## src/logic/l1d_pkg.sv

```systemverilog
/*
  l1d shared definitions
  address geometry, word and line types, the four channel payloads and the
  controller state encoding for the direct-mapped write-back L1 data cache
*/
package l1d_pkg;

  localparam int PADDR_BITS  = 22;
  localparam int WORD_BITS   = 64;
  localparam int LINE_WORDS  = 4;
  localparam int SETS        = 16;
  localparam int OFFSET_BITS = 5;
  localparam int INDEX_BITS  = 4;
  localparam int TAG_BITS    = 13;
  localparam int REQ_ID_BITS = 6;
  localparam int BLOCK_BITS  = PADDR_BITS - OFFSET_BITS;

  typedef logic [PADDR_BITS-1:0]           paddr_t;
  typedef logic [BLOCK_BITS-1:0]           block_addr_t;
  typedef logic [INDEX_BITS-1:0]           set_index_t;
  typedef logic [TAG_BITS-1:0]             addr_tag_t;
  typedef logic [WORD_BITS-1:0]            word_t;
  typedef logic [LINE_WORDS*WORD_BITS-1:0] line_t;
  typedef logic [REQ_ID_BITS-1:0]          req_id_t;

  typedef struct packed {
    paddr_t  addr;
    logic    write;
    word_t   wdata;
    req_id_t id;
  } lsu_req_t;

  typedef struct packed {
    req_id_t id;
    paddr_t  addr;
    logic    write;
    word_t   rdata;
  } lsu_resp_t;

  // wb set means the line is a write-back, otherwise a line read
  typedef struct packed {
    block_addr_t block;
    logic        wb;
    line_t       line;
  } llc_req_t;

  typedef struct packed {
    block_addr_t block;
    line_t       line;
  } llc_fill_t;

  typedef enum logic [3:0] {
    IDLE,
    LOOKUP,
    RESPOND,
    ALLOC,
    SEND_REQ,
    FILL_CHECK,
    EVICT,
    INSTALL,
    REPLAY,
    REPLAY_RESP
  } ctrl_state_t;

  function automatic block_addr_t block_of(paddr_t a);
    return a[PADDR_BITS-1:OFFSET_BITS];
  endfunction

  // word position inside the line, byte bits dropped
  function automatic logic [1:0] word_of(paddr_t a);
    return a[OFFSET_BITS-1:OFFSET_BITS-2];
  endfunction

endpackage

```

## src/logic/l1d_line_store.sv

```systemverilog
/*
  l1d line store
  direct-mapped tag, valid, dirty and data arrays; a lookup registers hit,
  victim state, the addressed word and the whole line for the next cycle
*/
module l1d_line_store (
  input  logic                clk_in,
  input  logic                rst_N_in,
  input  l1d_pkg::set_index_t ls_index,
  input  l1d_pkg::addr_tag_t  ls_tag,
  input  logic [1:0]          ls_word_sel,
  input  logic                ls_lookup,
  input  logic                ls_write,
  input  l1d_pkg::word_t      ls_wdata,
  input  logic                ls_fill,
  input  l1d_pkg::line_t      ls_fill_line,
  output logic                ls_hit,
  output logic                ls_victim_dirty,
  output l1d_pkg::addr_tag_t  ls_victim_tag,
  output l1d_pkg::word_t      ls_rdata,
  output l1d_pkg::line_t      ls_rline
);

  l1d_pkg::line_t           data_q [l1d_pkg::SETS];
  l1d_pkg::addr_tag_t       tag_q  [l1d_pkg::SETS];
  logic [l1d_pkg::SETS-1:0] valid_q;
  logic [l1d_pkg::SETS-1:0] dirty_q;

  // a fill brings a clean line, a word write dirties it
  always_ff @(posedge clk_in) begin
    if (!rst_N_in) begin
      valid_q <= '0;
      dirty_q <= '0;
    end else if (ls_fill) begin
      valid_q[ls_index] <= 1'b1;
      dirty_q[ls_index] <= 1'b0;
    end else if (ls_write) begin
      dirty_q[ls_index] <= 1'b1;
    end
  end

  always_ff @(posedge clk_in) begin
    if (ls_fill) begin
      data_q[ls_index] <= ls_fill_line;
      tag_q[ls_index]  <= ls_tag;
    end else if (ls_write) begin
      data_q[ls_index][ls_word_sel*l1d_pkg::WORD_BITS +: l1d_pkg::WORD_BITS] <= ls_wdata;
    end
  end

  // lookup flags
  always_ff @(posedge clk_in) begin
    if (!rst_N_in) begin
      ls_hit          <= 1'b0;
      ls_victim_dirty <= 1'b0;
    end else if (ls_lookup) begin
      ls_hit          <= valid_q[ls_index] && (tag_q[ls_index] == ls_tag);
      ls_victim_dirty <= valid_q[ls_index] && dirty_q[ls_index];
    end
  end

  // read data, held until the next lookup
  always_ff @(posedge clk_in) begin
    if (ls_lookup) begin
      ls_victim_tag <= tag_q[ls_index];
      ls_rline      <= data_q[ls_index];
      ls_rdata      <= data_q[ls_index][ls_word_sel*l1d_pkg::WORD_BITS +: l1d_pkg::WORD_BITS];
    end
  end

endmodule

```

## config.mk

```make
export PLATFORM = sky130hd
export DESIGN_NAME = l1d_line_store
export DESIGN_NICKNAME = d
export VERILOG_FILES = /design/src/logic/l1d_pkg.sv /design/src/logic/l1d_line_store.sv
export SDC_FILE = /design/constraint.sdc
export NUM_CORES = 2
export LEC_CHECK = 0
export BUFFER_PORTS_ARGS = -buffer_cell sky130_fd_sc_hd__buf_2
export CORE_UTILIZATION = 40
export DETAILED_ROUTE_END_ITERATION = 16
export PLACE_DENSITY = 0.53
export SYNTH_ARGS = -nofsm -noshare
export SYNTH_HDL_FRONTEND = slang
export SYNTH_MEMORY_MAX_BITS = 65536
export SYNTH_SLANG_ARGS = --single-unit
```

## constraint.sdc

```tcl
create_clock -name clk_in -period 12 [get_ports clk_in]
set_clock_uncertainty 0.05 [all_clocks]
set_input_delay 1.2 -clock clk_in [delete_from_list [all_inputs] [get_ports clk_in]]
set_output_delay 1.2 -clock clk_in [all_outputs]
set_load 0.01 [all_outputs]
```

Word-level counts from Yosys, hierarchy flattened. Memory sizes are Yosys's and may differ from the RTL's. Index checks and enable logic that the tools add are counted.

Add/subtract/negate cells: 1. Order comparisons: 2. Equal/unequal tests: 1. Shift operators: 3. Mux-type cells: 269. Bitwise gates (word level): 260. Reductions and logical operators: 4.

Operators by type and width (number): 1-bit two-way mux (263); 256-bit two-way mux (1); 1-bit OR (256); 64-bit by 34-bit variable shift with 256-bit output, first input constant (1); 256-bit by 9-bit variable part select with 64-bit output (1); 64-bit by 34-bit variable part select with 256-bit output (1); 8-bit negator with 34-bit output (1); 16-bit two-way mux (2); 16-bit OR (2); 16-bit AND (1); 16-bit NOT (1); 13-bit equality test (1); 1-bit binary-select mux with 4-bit select (2); 4-bit by 5-bit < comparator with 1-bit output, second input constant (1); 1-bit demux with 4-bit select (1); 4-bit by 1-bit >= comparator with 1-bit output, second input constant (1); 1-bit logical AND (3); 2-bit nonzero test (1).

Flip-flop bits (word level): 367. Bits in writable memories: 4304. Bits of input ports: 344. Output and inout port bits: 335. Logic and storage cells: 549. Memories: 2.

Memories: data_q (words 16, width 256, read ports 1, clocked after memory_dff 0, write ports 1, line l1d_line_store.sv:24) `l1d_pkg::line_t data_q [l1d_pkg::SETS];`; tag_q (words 16, width 13, read ports 1, clocked after memory_dff 0, write ports 1, line l1d_line_store.sv:25) `l1d_pkg::addr_tag_t tag_q [l1d_pkg::SETS];`.

Longest topological paths before layout.
Depth after elaboration: 7. Gate-level depth with buffers: 11.

Worst setup path before layout. OpenSTA, ideal clock, no wires.

Path type: input to register. Start point: input port ls_word_sel[0]. End point: memory data_q[10][0] in the netlist's numbering (enable). Data arrival time: 5.552 ns. Required time: 11.463 ns. Slack: 5.912 ns. Stages on the path: 7. Buffers on the path: 3. Path through: inv_1 > clkbuf_1 > buf_1 > ha_1 > a21oi_1 > clkbuf_1 > nor2_1.

Cells in the longest elaborated chain, start to end: 4.

RTL lines: from (decl) (line l1d_line_store.sv:11) `input logic [1:0] ls_word_sel,`; 8-bit negator with 34-bit output (line l1d_line_store.sv:47) `data_q[ls_index][ls_word_sel*l1d_pkg::WORD_BITS +: l1d_pkg::WORD_BITS] <= ls_wdata;`; 64-bit by 34-bit variable shift with 256-bit output (line l1d_line_store.sv:47); 256-bit two-way mux (implied by the code) (line l1d_line_store.sv:47); 1-bit OR (no line); to (decl) (line l1d_line_store.sv:24).

No other way between the ends.

Final worst setup path.
Start point: input port ls_index[1]. End point: register ls_rdata[28], data pin.

Cells in the longest elaborated chain, start to end: 2.

RTL lines: from (decl) (line l1d_line_store.sv:9) `input l1d_pkg::set_index_t ls_index,`; memory 16 x 256 bit; 256-bit by 9-bit variable part select with 64-bit output (line l1d_line_store.sv:67) `ls_rdata <= data_q[ls_index][ls_word_sel*l1d_pkg::WORD_BITS +: l1d_pkg::WORD_BITS];`; to (signal assigned) (line l1d_line_store.sv:67); to (decl) (line l1d_line_store.sv:20) `output l1d_pkg::word_t ls_rdata,`.

No other way between the ends. A chain may end at the register's enable or synchronous reset.

==> results.cfg <==
[critical_path]
timing.rr.end = ls_rdata[5]
crit_start = ls_index[1]
cp-endpoint = ls_rdata[28]
critPathMostFrequentCell = buf_4
crit_chain = buf_8, buf_4, buf_4, buf_4, buf_4, mux4_2, mux4_2, mux4_2
required_ns = 12.70
slowest_delay_ns = 0.74
cp.arrival_ns = 6.07
ff2ff_setup_slack_ns = 9.46
r2r-start = data_q[7][69]
worst_r2r_path_depth = 3
path_class = in2reg
startpoint_type = input port
crit_path_max_fanout = 52
setup.worst_path.end_class = flip-flop
cp_slowest_cell = buf_4

[global_routing]
overflow = 0
antenna_found_initial = 113
grt_max_degree = 143
grt_pass1_wl_um = 748000
grt_usage_pct = 24.8
grt_pass1_vias = 84800

[clock_tree]
clock_latency_ns = 1.00
cts_resized = 0
clock_sinks = 4671
postCtsSetupRepairBufs = 0
clkSlewWorstSetupHoldPaths_ns = 0.06
ctsHoldBuffers = 0
clockRootBuffer = clkbuf_16
ctsHtreeMaxLevel = 5
cts_made_buffers = 469
cts_tree = built
cts_max_path_buffers = 4

[flow_run]
cap_violations = 0

[routing]
vias_per_cell = 5.99
met1_length_um = 224000
vias = 85600
wirelength_um = 559000
routed.top_layer = met5
ant_nets = 0
drt_pre_antenna_iters = 5
drt_drc_violations_left = 0
met3WireLength_um = 50700
wl_met2_um = 262000
drt-wirelength-per-cell_um = 39.1
drt_iter0_markers = 10700

[logic_synthesis]
post-synth-top-count-cell = edfxtp_1
synth_top_area_share_pct = 78.6
ys_async_sr_fraction_pct = 0
ys.flop_type = edfxtp_1
synth-seq-cells = 4671
yosysWarnings = 0
synth_top_cells_by_area = edfxtp_1, mux4_2, a22o_1
syn-num-nets = 7353
synthesis.area_um2 = 177000
yosysUniqueCellTypes = 42
ys_seq_area_share_pct = 79.0
synth_edf_count = 4637
synth_area_leader_cell = edfxtp_1
synth_common_cells = edfxtp_1, mux4_2, a22o_1
postSynthCellCount = 7004
syn_area_per_cell_um2 = 25.3

[floorplan]
rows = 243
die_h_um = 667
coreArea_um2 = 439000
start_util_pct = 40.3
fp.dieArea_um2 = 445000
die_x_um = 667
io_pins = 679

[final_layout]
nets = 8334
drive_above_1_share_pct = 36.2
area_growth_pct = 14.8
fin_util_pct = 46.3
fillCellCount = 36000
stdcell_count = 14300

[run_status]
outcome = completed

[timing]
setup_viol = 0
worst_slew_pin_slew_ns = 1.29
timing.final.ws_setup_ns = 6.63
hold_violations = 0
slew_viol_final = 0
rsz0062_at_grt = no
tns_ns = 0
min_period_ns = 5.37
max-slew-margin-rel_pct = 14.3
timing.fmax_ghz = 0.186
finalCritPeriodShare_pct = 44.8

[worst_hold_path]
hold_class = reg2reg

[placement]
dp_hpwl_um = 343000
io_buffers = 678
place.gp.congestion = 0.858
dp_slack_ns = 5.65
dp.cells = 13400

[pwr]
peakVddDrop_v = 0.000117
p_leak_nw = 63.4
power_density_nw_per_um2 = 174
worst min path at each step:
stage / startpoint / end / cells after the start
finish: valid_q[4] / valid_q[4] / 1
global route: valid_q[9] / valid_q[9] / 1
CTS: valid_q[4] / valid_q[4] / 1
detailed placement: valid_q[0] / valid_q[0] / 1
global placement: valid_q[6] / valid_q[6] / 1
floorplan: valid_q[10] / valid_q[10] / 1
metal layers:
| layer | vias up | global-route usage (%) |
|---|---|---|
| li1 | 32900 | - |
| met1 | 47900 | 34.4 |
| met2 | 4094 | 38.5 |
| met3 | 738 | 5.89 |
| met4 | 32 | 8.85 |
| met5 | - | 0.423 |
cell families after synthesis:
family	after synthesis	synth area share [%]
simple gates	160	0.418
flops	4671	79.0
buf+inv	403	0.960
xor+xnor	18	0.0890
mux	1417	17.9
compound gates	330	1.55
fa+ha+maj	5	0.0353
where the power goes:
group	total (mW)	switching [mW]	internal, mW
Clock	14.2	6.22	7.95
Combinational	2.39	1.55	0.837
Sequential	18.7	0.218	18.5
Total	35.3	7.98	27.3
sequential cells by signal, indices dropped and copies added, names as in the netlist, named ones only:
name and cells:
ls_hit 1, valid_q 16, ls_rdata 64, ls_victim_dirty 1, tag_q 208, ls_victim_tag 13, data_q 4096, ls_rline 256
layout make-up:
cell class	instances	area (um2)	area share [%]
flip-flops and latches	4671	140000	68.8
multi-input cells	1930	36000	17.7
clock buffers	573	12200	6.02
well taps	5880	7360	3.62
repair buffers	903	5240	2.58
clock inverters	284	2370	1.17
diodes	47	118	0.0578
inverters	10	52.6	0.0258
placed cells by master, fill, tap and decap left out, types with 34 or more instances in the layout:
| cell | synthesis | routed |
|---|---|---|
| mux4_2 | 1402 | 1402 |
| clkinv_2 | 0 | 94 |
| edfxtp_1 | 4637 | 4637 |
| buf_2 | 122 | 674 |
| clkinv_1 | 0 | 117 |
| nor2_4 | 0 | 64 |
| nand2_1 | 44 | 40 |
| clkbuf_16 | 0 | 473 |
| diode_2 | 0 | 47 |
| a22o_1 | 256 | 256 |
| clkbuf_1 | 228 | 97 |
| dfxtp_1 | 34 | 34 |
| bufinv_16 | 0 | 34 |
| buf_4 | 5 | 216 |
per-stage QoR:
stage | hold slack [ns] | cell area [um2] | total power [mW]
final | 0.417 | 203000 | 35.3
after global routing | 0.434 | 203000 | 36.2
after CTS | 0.419 | 203000 | 35.5
after detailed placement | 0.401 | 189000 | 21.5
after global placement | 0.392 | 189000 | 21.4
after floorplan | 0.385 | 177000 | 20.2
critical path, delay by kind of cell:
family | cells | cell delay (ns)
buf+inv | 5 | 3.06
mux | 3 | 1.49
Note: power is estimated with default switching activity, not from simulation.
