### src/logic/l1d_pkg.sv
/*
  l1d shared definitions
  address geometry, word and line types, the four channel payloads and the
  controller state encoding for the direct-mapped write-back L1 data cache
*/
package l1d_pkg;

  localparam int PADDR_BITS  = 22;
  localparam int WORD_BITS   = 64;
  localparam int LINE_WORDS  = 4;
  localparam int SETS        = 16;
  localparam int OFFSET_BITS = 5;
  localparam int INDEX_BITS  = 4;
  localparam int TAG_BITS    = 13;
  localparam int REQ_ID_BITS = 6;
  localparam int BLOCK_BITS  = PADDR_BITS - OFFSET_BITS;

  typedef logic [PADDR_BITS-1:0]           paddr_t;
  typedef logic [BLOCK_BITS-1:0]           block_addr_t;
  typedef logic [INDEX_BITS-1:0]           set_index_t;
  typedef logic [TAG_BITS-1:0]             addr_tag_t;
  typedef logic [WORD_BITS-1:0]            word_t;
  typedef logic [LINE_WORDS*WORD_BITS-1:0] line_t;
  typedef logic [REQ_ID_BITS-1:0]          req_id_t;

  typedef struct packed {
    paddr_t  addr;
    logic    write;
    word_t   wdata;
    req_id_t id;
  } lsu_req_t;

  typedef struct packed {
    req_id_t id;
    paddr_t  addr;
    logic    write;
    word_t   rdata;
  } lsu_resp_t;

  // wb set means the line is a write-back, otherwise a line read
  typedef struct packed {
    block_addr_t block;
    logic        wb;
    line_t       line;
  } llc_req_t;

  typedef struct packed {
    block_addr_t block;
    line_t       line;
  } llc_fill_t;

  typedef enum logic [3:0] {
    IDLE,
    LOOKUP,
    RESPOND,
    ALLOC,
    SEND_REQ,
    FILL_CHECK,
    EVICT,
    INSTALL,
    REPLAY,
    REPLAY_RESP
  } ctrl_state_t;

  function automatic block_addr_t block_of(paddr_t a);
    return a[PADDR_BITS-1:OFFSET_BITS];
  endfunction

  // word position inside the line, byte bits dropped
  function automatic logic [1:0] word_of(paddr_t a);
    return a[OFFSET_BITS-1:OFFSET_BITS-2];
  endfunction

endpackage

### src/logic/l1d_controller.sv
/*
  l1d controller
  FSM that serves LSU hits, sends misses to the MSHR file and the LLC, and
  on a fill writes back a dirty victim, installs the line and replays the
  queued requests of that block in arrival order
*/
module l1d_controller (
  input  logic                 clk_in,
  input  logic                 rst_N_in,
  input  l1d_pkg::lsu_req_t    lsu_req,
  input  logic                 lsu_req_valid,
  output logic                 lsu_req_ready,
  output l1d_pkg::lsu_resp_t   lsu_resp,
  output logic                 lsu_resp_valid,
  input  logic                 lsu_resp_ready,
  output l1d_pkg::llc_req_t    llc_req,
  output logic                 llc_req_valid,
  input  logic                 llc_req_ready,
  input  l1d_pkg::llc_fill_t   llc_fill,
  input  logic                 llc_fill_valid,
  output logic                 llc_fill_ready,
  output l1d_pkg::set_index_t  ls_index,
  output l1d_pkg::addr_tag_t   ls_tag,
  output logic [1:0]           ls_word_sel,
  output logic                 ls_lookup,
  output logic                 ls_write,
  output logic                 ls_fill,
  output l1d_pkg::word_t       ls_wdata,
  output l1d_pkg::line_t       ls_fill_line,
  input  logic                 ls_hit,
  input  logic                 ls_victim_dirty,
  input  l1d_pkg::addr_tag_t   ls_victim_tag,
  input  l1d_pkg::word_t       ls_rdata,
  input  l1d_pkg::line_t       ls_rline,
  output l1d_pkg::block_addr_t mf_addr,
  output logic                 mf_alloc,
  output logic                 mf_append,
  output logic                 mf_pop,
  output l1d_pkg::lsu_req_t    mf_entry,
  input  logic                 mf_match,
  input  logic                 mf_space,
  input  logic                 mf_head_valid,
  input  l1d_pkg::lsu_req_t    mf_head
);

  l1d_pkg::ctrl_state_t state_q, state_d;
  l1d_pkg::lsu_req_t    req_q;
  l1d_pkg::llc_fill_t   fill_q;
  logic                 live_q;
  logic                 req_take, fill_take, fill_phase;
  logic                 in_replay;
  l1d_pkg::paddr_t      cmd_addr;
  l1d_pkg::block_addr_t cmd_block;
  l1d_pkg::block_addr_t victim_block;

  // handshakes open one cycle after reset releases; fills beat LSU requests
  assign llc_fill_ready = live_q && (state_q == l1d_pkg::IDLE);
  assign lsu_req_ready  = llc_fill_ready && !llc_fill_valid && mf_space;
  assign fill_take      = llc_fill_valid && llc_fill_ready;
  assign req_take       = lsu_req_valid && lsu_req_ready;

  assign in_replay  = (state_q == l1d_pkg::REPLAY);
  assign fill_phase = state_q inside {l1d_pkg::FILL_CHECK, l1d_pkg::EVICT, l1d_pkg::INSTALL,
                                      l1d_pkg::REPLAY, l1d_pkg::REPLAY_RESP};

  // address presented to the line store
  always_comb begin
    case (state_q)
      l1d_pkg::IDLE: begin
        cmd_addr = llc_fill_valid ? {llc_fill.block, l1d_pkg::OFFSET_BITS'(0)} : lsu_req.addr;
      end
      l1d_pkg::FILL_CHECK, l1d_pkg::EVICT, l1d_pkg::INSTALL: begin
        cmd_addr = {fill_q.block, l1d_pkg::OFFSET_BITS'(0)};
      end
      l1d_pkg::REPLAY: cmd_addr = mf_head.addr;
      default: cmd_addr = req_q.addr;
    endcase
  end

  assign cmd_block    = l1d_pkg::block_of(cmd_addr);
  assign ls_index     = cmd_block[l1d_pkg::INDEX_BITS-1:0];
  assign ls_tag       = cmd_block[l1d_pkg::BLOCK_BITS-1:l1d_pkg::INDEX_BITS];
  assign ls_word_sel  = l1d_pkg::word_of(cmd_addr);
  assign ls_wdata     = in_replay ? mf_head.wdata : req_q.wdata;
  assign ls_fill_line = fill_q.line;
  assign ls_fill      = (state_q == l1d_pkg::INSTALL);
  assign ls_lookup    = fill_take || req_take || (in_replay && mf_head_valid);
  // stores land on a hit, or when replayed after the install
  assign ls_write = ((state_q == l1d_pkg::LOOKUP) && ls_hit && req_q.write) ||
                    (in_replay && mf_head_valid && mf_head.write);

  assign mf_addr   = fill_phase ? fill_q.block : l1d_pkg::block_of(req_q.addr);
  assign mf_entry  = req_q;
  assign mf_alloc  = (state_q == l1d_pkg::ALLOC) && !mf_match;
  assign mf_append = (state_q == l1d_pkg::ALLOC) && mf_match;
  assign mf_pop    = in_replay && mf_head_valid;

  // one response path for hits and replays, writes answer zero
  assign lsu_resp_valid = state_q inside {l1d_pkg::RESPOND, l1d_pkg::REPLAY_RESP};
  assign lsu_resp = '{id:    req_q.id,
                      addr:  req_q.addr,
                      write: req_q.write,
                      rdata: req_q.write ? '0 : ls_rdata};

  assign victim_block  = {ls_victim_tag, fill_q.block[l1d_pkg::INDEX_BITS-1:0]};
  assign llc_req_valid = state_q inside {l1d_pkg::SEND_REQ, l1d_pkg::EVICT};
  assign llc_req = (state_q == l1d_pkg::EVICT) ?
                   l1d_pkg::llc_req_t'{block: victim_block, wb: 1'b1, line: ls_rline} :
                   l1d_pkg::llc_req_t'{block: l1d_pkg::block_of(req_q.addr), wb: 1'b0, line: '0};

  always_comb begin
    state_d = state_q;
    case (state_q)
      l1d_pkg::IDLE: begin
        if (fill_take) begin
          state_d = l1d_pkg::FILL_CHECK;
        end else if (req_take) begin
          state_d = l1d_pkg::LOOKUP;
        end
      end
      l1d_pkg::LOOKUP: state_d = ls_hit ? l1d_pkg::RESPOND : l1d_pkg::ALLOC;
      l1d_pkg::RESPOND: begin
        if (lsu_resp_ready) begin
          state_d = l1d_pkg::IDLE;
        end
      end
      // secondary misses just wait in their queue
      l1d_pkg::ALLOC: state_d = mf_match ? l1d_pkg::IDLE : l1d_pkg::SEND_REQ;
      l1d_pkg::SEND_REQ: begin
        if (llc_req_ready) begin
          state_d = l1d_pkg::IDLE;
        end
      end
      l1d_pkg::FILL_CHECK: begin
        if (ls_victim_dirty && (ls_victim_tag != ls_tag)) begin
          state_d = l1d_pkg::EVICT;
        end else begin
          state_d = l1d_pkg::INSTALL;
        end
      end
      l1d_pkg::EVICT: begin
        if (llc_req_ready) begin
          state_d = l1d_pkg::INSTALL;
        end
      end
      l1d_pkg::INSTALL: state_d = l1d_pkg::REPLAY;
      l1d_pkg::REPLAY: state_d = mf_head_valid ? l1d_pkg::REPLAY_RESP : l1d_pkg::IDLE;
      l1d_pkg::REPLAY_RESP: begin
        if (lsu_resp_ready) begin
          state_d = l1d_pkg::REPLAY;
        end
      end
      default: state_d = l1d_pkg::IDLE;
    endcase
  end

  always_ff @(posedge clk_in) begin
    if (!rst_N_in) begin
      state_q <= l1d_pkg::IDLE;
      live_q  <= 1'b0;
    end else begin
      state_q <= state_d;
      live_q  <= 1'b1;
    end
  end

  // request under service: a new LSU request or the popped queue head
  always_ff @(posedge clk_in) begin
    if (req_take) begin
      req_q <= lsu_req;
    end else if (mf_pop) begin
      req_q <= mf_head;
    end
    if (fill_take) begin
      fill_q <= llc_fill;
    end
  end

endmodule

### config.mk
export PLATFORM = sky130hd
export DESIGN_NAME = l1d_controller
export DESIGN_NICKNAME = d
export VERILOG_FILES = /design/src/logic/l1d_pkg.sv /design/src/logic/l1d_controller.sv
export SDC_FILE = /design/constraint.sdc
export NUM_CORES = 1
export LEC_CHECK = 0
export ABC_CLOCK_PERIOD_IN_PS = 28500
export BUFFER_PORTS_ARGS = -buffer_cell sky130_fd_sc_hd__buf_2
export CAP_MARGIN = 10
export CELL_PAD_IN_SITES_DETAIL_PLACEMENT = 0
export CELL_PAD_IN_SITES_GLOBAL_PLACEMENT = 1
export CORE_AREA = 5 5 635 637
export CTS_CLUSTER_SIZE = 8
export DETAILED_ROUTE_END_ITERATION = 10
export DIE_AREA = 0 0 640 642
export PLACE_DENSITY = 0.32
export RECOVER_POWER = 100
export SYNTH_ARGS = -nofsm -noshare
export SYNTH_HDL_FRONTEND = slang
export SYNTH_SLANG_ARGS = --single-unit
### constraint.sdc
create_clock -name clk_in -period 28.5 [get_ports clk_in]
set_input_delay 4.275 -clock clk_in [delete_from_list [all_inputs] [get_ports clk_in]]
set_output_delay 4.275 -clock clk_in [all_outputs]
set_load 0.05 [all_outputs]
Yosys cells after proc, flatten, opt, wreduce, memory -nomap -nowiden --
Cells that the tools add are included.
Word-level totals: register bits after elaboration 371
Operators by class: eq/ne operators 15, muxes and demuxes 20, reduce and logical (&&, ||, !) cells 24
Operators by type and width (number):
- 2-to-1 mux 274 bit | 1
- 2-to-1 mux 93 bit | 2
- 2-to-1 mux 64 bit | 2
- case mux 22 bit (3 select lines) | 1
- case mux 4 bit (10 select lines) | 1
- 2-to-1 mux 4 bit | 7
- 2-to-1 mux 22 bit | 1
- 2-to-1 mux 17 bit | 1
- == test 4 x 3 -> 1 bit (second input constant) | 4
- != test 13 bit | 1
- logical AND 1 bit | 12
- == test 4 x 2 -> 1 bit (second input constant) | 2
- == test 4 bit (second input constant) | 2
- != test 2 bit (second input constant) | 4
- nonzero test 2 bit | 3
- AND reduction 5 bit | 1
- nonzero test 5 bit | 1
- == test 4 x 1 -> 1 bit (second input constant) | 1
- zero test 4 bit | 1
- logical OR 1 bit | 3
- 2-to-1 mux 1 bit | 3
- 2-to-1 mux 3 bit | 1
- != test 3 bit (second input constant) | 1
- OR reduction 3 bit | 1
- zero test 1 bit | 2

Longest topological paths before layout --
word-level depth 8, depth in mapped cells 10, depth with buffers taken out 7

Worst setup path before layout --
No wires, ideal clock.
kind input to output, from in llc_fill_valid, to out ls_lookup, arrival 11.998 ns, data required time 24.225 ns, setup slack 12.227 ns, stages 4, path through buf_2 -> buf_2 -> and3_1 -> or2_2
On the way: elaborated cells on any way between the ends 7
RTL lines:
- from (decl) | line l1d_controller.sv:20 | input logic llc_fill_valid,
- logical AND 1 bit | line l1d_controller.sv:59 | assign fill_take = llc_fill_valid && llc_fill_ready;
- named net fill_take | line l1d_controller.sv:50 | logic req_take, fill_take, fill_phase;
- logical OR 1 bit (2 in series) | line l1d_controller.sv:87 | assign ls_lookup = fill_take || req_take || (in_replay && mf_head_valid);
- to (decl) | line l1d_controller.sv:25 | output logic ls_lookup,
The timed path passes the listed nets, and every way through them passes these cells.

Worst setup path in the final report --
from in llc_fill_valid, to reg fill_q, in the netlist ls_fill_line[2] (enable)
On the way: longest elaborated chain between the ends 1
Ends and longest elaborated chain:
- logical AND 1 bit | line l1d_controller.sv:59
- named net fill_take | line l1d_controller.sv:50
- to (signal assigned) | line l1d_controller.sv:175 | fill_q <= llc_fill;
- to (decl) | line l1d_controller.sv:48 | l1d_pkg::llc_fill_t fill_q;
The timed path passes the listed nets, and every way through them passes these cells. A chain may end at the register's enable or synchronous reset.

==> results.cfg <==
[sta]
min_period_ps = 17380
clock.fmax_ghz = 0.0575
rsz0062_at_grt = false
hold_viol_final = 0
holdWs_ps = 821
post-route-period-util = 0.610
fin_tns_setup_ps = 0
finalSetupViolations = 0
maxSlewViolCount = 870
clock_skew_ps = 73.1
worstMarginPinSlew_ps = 8290
relSlewSlack = -4.52

[placed_design]
port_buffers = 1628
routabilityCongestion = 0.912
hpwl_mm = 262

[route]
drc = 0
drt-initial-drc-count = 1049
viasPerCell = 2.29
dr.pass1.iters = 6
vias = 18800
wire_per_inst_microns = 34.9
ant_nets = 0
routed_wl_mm = 287

[worst_setup_path]
critPathArrivalTime_ps = 17550
critical-path-max-stage-delay_ps = 4790
path_cells = clkbuf_1 -> clkbuf_1 -> and3_1 -> clkbuf_1 -> clkbuf_1 -> clkbuf_1
startpoint_type = primary input
cp-end-kind = flop
r2r_start = state_q[0]
required_ps = 28670
rrSetupSlack_ps = 15030
r2r_end = ls_fill_line[2]
worstRegToRegCells = 7
critPathSlowestCell = clkbuf_1
cpMostUsedCell = clkbuf_1
critical_path.max_fanout = 118
path_class = in -> reg

[synthesis]
synth_edf_count = 366
async_reset_ff_frac = 0
yosys-top-cells-count = 366 x edfxtp_1, 287 x buf_4, 258 x and2_1
yosysTopAreaCellShare = 0.580
ys_seq_area_frac = 0.586
yosysTopAreaCell = edfxtp_1
synth.most_common_cell = edfxtp_1
netlist_instances = 1415
yosysUniqueCellTypes = 51
synth_seq_cells = 371
synth_warnings = 0
syn-cell-area_sq_um = 18900
ys_top_cells_by_area = edfxtp_1 58%, mux2_2 12%, buf_4 11%, and2_1 8.5%, nor2b_1 2.1%
syn-num-nets = 2218
synth_area_per_cell_sq_um = 13.4
ys.flop_type = edfxtp_1

[die]
start_util = 0.0476
io_pins = 1629
row_count = 232
dieHeight_microns = 642
die_w_microns = 640
dieArea_sq_um = 411000
core_sq_um = 397000

[global_route]
grt_start_max_net_pins = 119
grt_pass1_vias = 18600
track_usage = 0.134
gr-total-overflow = 0
antenna_found_initial = 365
grt_first_pass_wirelength_mm = 331

[clock_tree]
cts_tree = built
cts_max_path_buffers = 3
clock_sinks = 371
cts_hold_buf = 0
cts_buffers = 61
htreeDepth = 2
clk_latency_ps = 730
cts_resized = 0
cts_setup_buffers = 0
clkTransAtPathRegs_ps = 60
clock_tree.root_cell = clkbuf_16

[job]
cap_violations = 33

[min_path]
hold_depth = 3
min_to = state_q[1]
holdCritPathClass = reg -> reg
hold_path.startpoint = state_q[1]

[layout]
area_growth_pct = 72.4
layout.nets = 3581
nFillCells = 46600
drive_gt1_frac = 0.445

[outcome]
violations = max-capacitance violations, max-slew violations
status = finished with violations

[power_and_ir_drop]
p_per_area_nw_per_um2 = 76.4
leakagePower_nw = 11.1
peakVddDrop_mv = 0.0492
## metrics by stage
stage,power [mW],area [sq um],setup slack (ps),utilization,cells
6_report,2.49,32600,11120,0.0821,8216
5_1_grt,2.60,32300,10310,0.0813,8093
4_1_cts,2.60,33200,17480,0.0837,8069
3_5_place_dp,1.86,31500,17500,0.0793,7980
3_3_place_gp,1.86,31500,17430,0.0792,7979
2_1_floorplan,1.40,18900,12230,-,1415
## metal layers
| metal | global-route usage | up-vias | wire [microns] |
|---|---|---|---|
| met5 | 0 | - | 1360 |
| met4 | 0.0225 | 218 | 7340 |
| met3 | 0.114 | 604 | 50700 |
| met2 | 0.205 | 1482 | 122000 |
| met1 | 0.141 | 8936 | 105000 |
| li1 | - | 7570 | - |
## cell usage in the layout (no fill, tap or decap), drive strengths merged, types with 3 or more instances in the layout
master | netlist | layout
a32oi | 3 | 3
mux2i | 7 | 7
buf | 317 | 972
xor2 | 4 | 4
o21ai | 10 | 10
clkbuf | 38 | 754
o31ai | 5 | 5
edfxtp | 366 | 366
nand2 | 21 | 21
mux2 | 205 | 205
and2 | 258 | 258
nor2 | 26 | 26
clkinvlp | 0 | 3
nor3 | 4 | 4
a22oi | 9 | 9
xnor2 | 8 | 8
inv | 7 | 8
a221oi | 4 | 4
o22ai | 5 | 5
a21oi | 14 | 14
diode | 0 | 147
clkinv | 0 | 13
dfxtp | 5 | 5
nor2b | 64 | 64
a2bb2oi | 4 | 4
nand4 | 4 | 4
## state kept, by name, indices dropped and copies added (netlist names)
signal        count
fill_q           17
live_q            1
ls_fill_line    256
lsu_resp         29
mf_entry         64
state_q           4
## cells by family after synthesis
kind of cell,after synthesis,share of synthesized area
AOI/OAI and AO/OA,65,0.0247
xor gates and xnor gates,12,0.00555
buffers and inverters,362,0.133
DFF,371,0.586
muxes,212,0.126
and+or+nand+nor,393,0.125
## power by group
group          total (mW)  switching, mW  internal [mW]
registers           0.737         0.0292          0.707
clock network       0.703          0.306          0.397
logic                1.05          0.876          0.177
## worst max-delay path: cells and delay by family
family	cells	cell delay, ps
buffers and inverters	5	11610
AND/OR/NAND/NOR	1	970
## final cells by class
cell class,count,area (sq um),share of cell area
Antenna cell,147,368,0.0113
Clock buffer,71,1590,0.0486
Clock inverter,18,150,0.00460
Inverter,7,26.3,0.000805
Multi-Input combinational cell,682,5360,0.164
Sequential cell,371,11100,0.340
Tap cell,5265,6590,0.202
Timing Repair Buffer,1655,7470,0.229
## worst max path at each step
stage,end,from,cells past startpoint
floorplan,ls_lookup,llc_fill_valid,4
global placement,ls_index[3],llc_fill_valid,7
detailed placement,ls_index[3],llc_fill_valid,7
CTS,ls_index[3],llc_fill_valid,7
global route,ls_fill_line[2],llc_fill_valid,6
finish,ls_fill_line[2],llc_fill_valid,6
No activity file was read; power rests on OpenSTA's default activity.
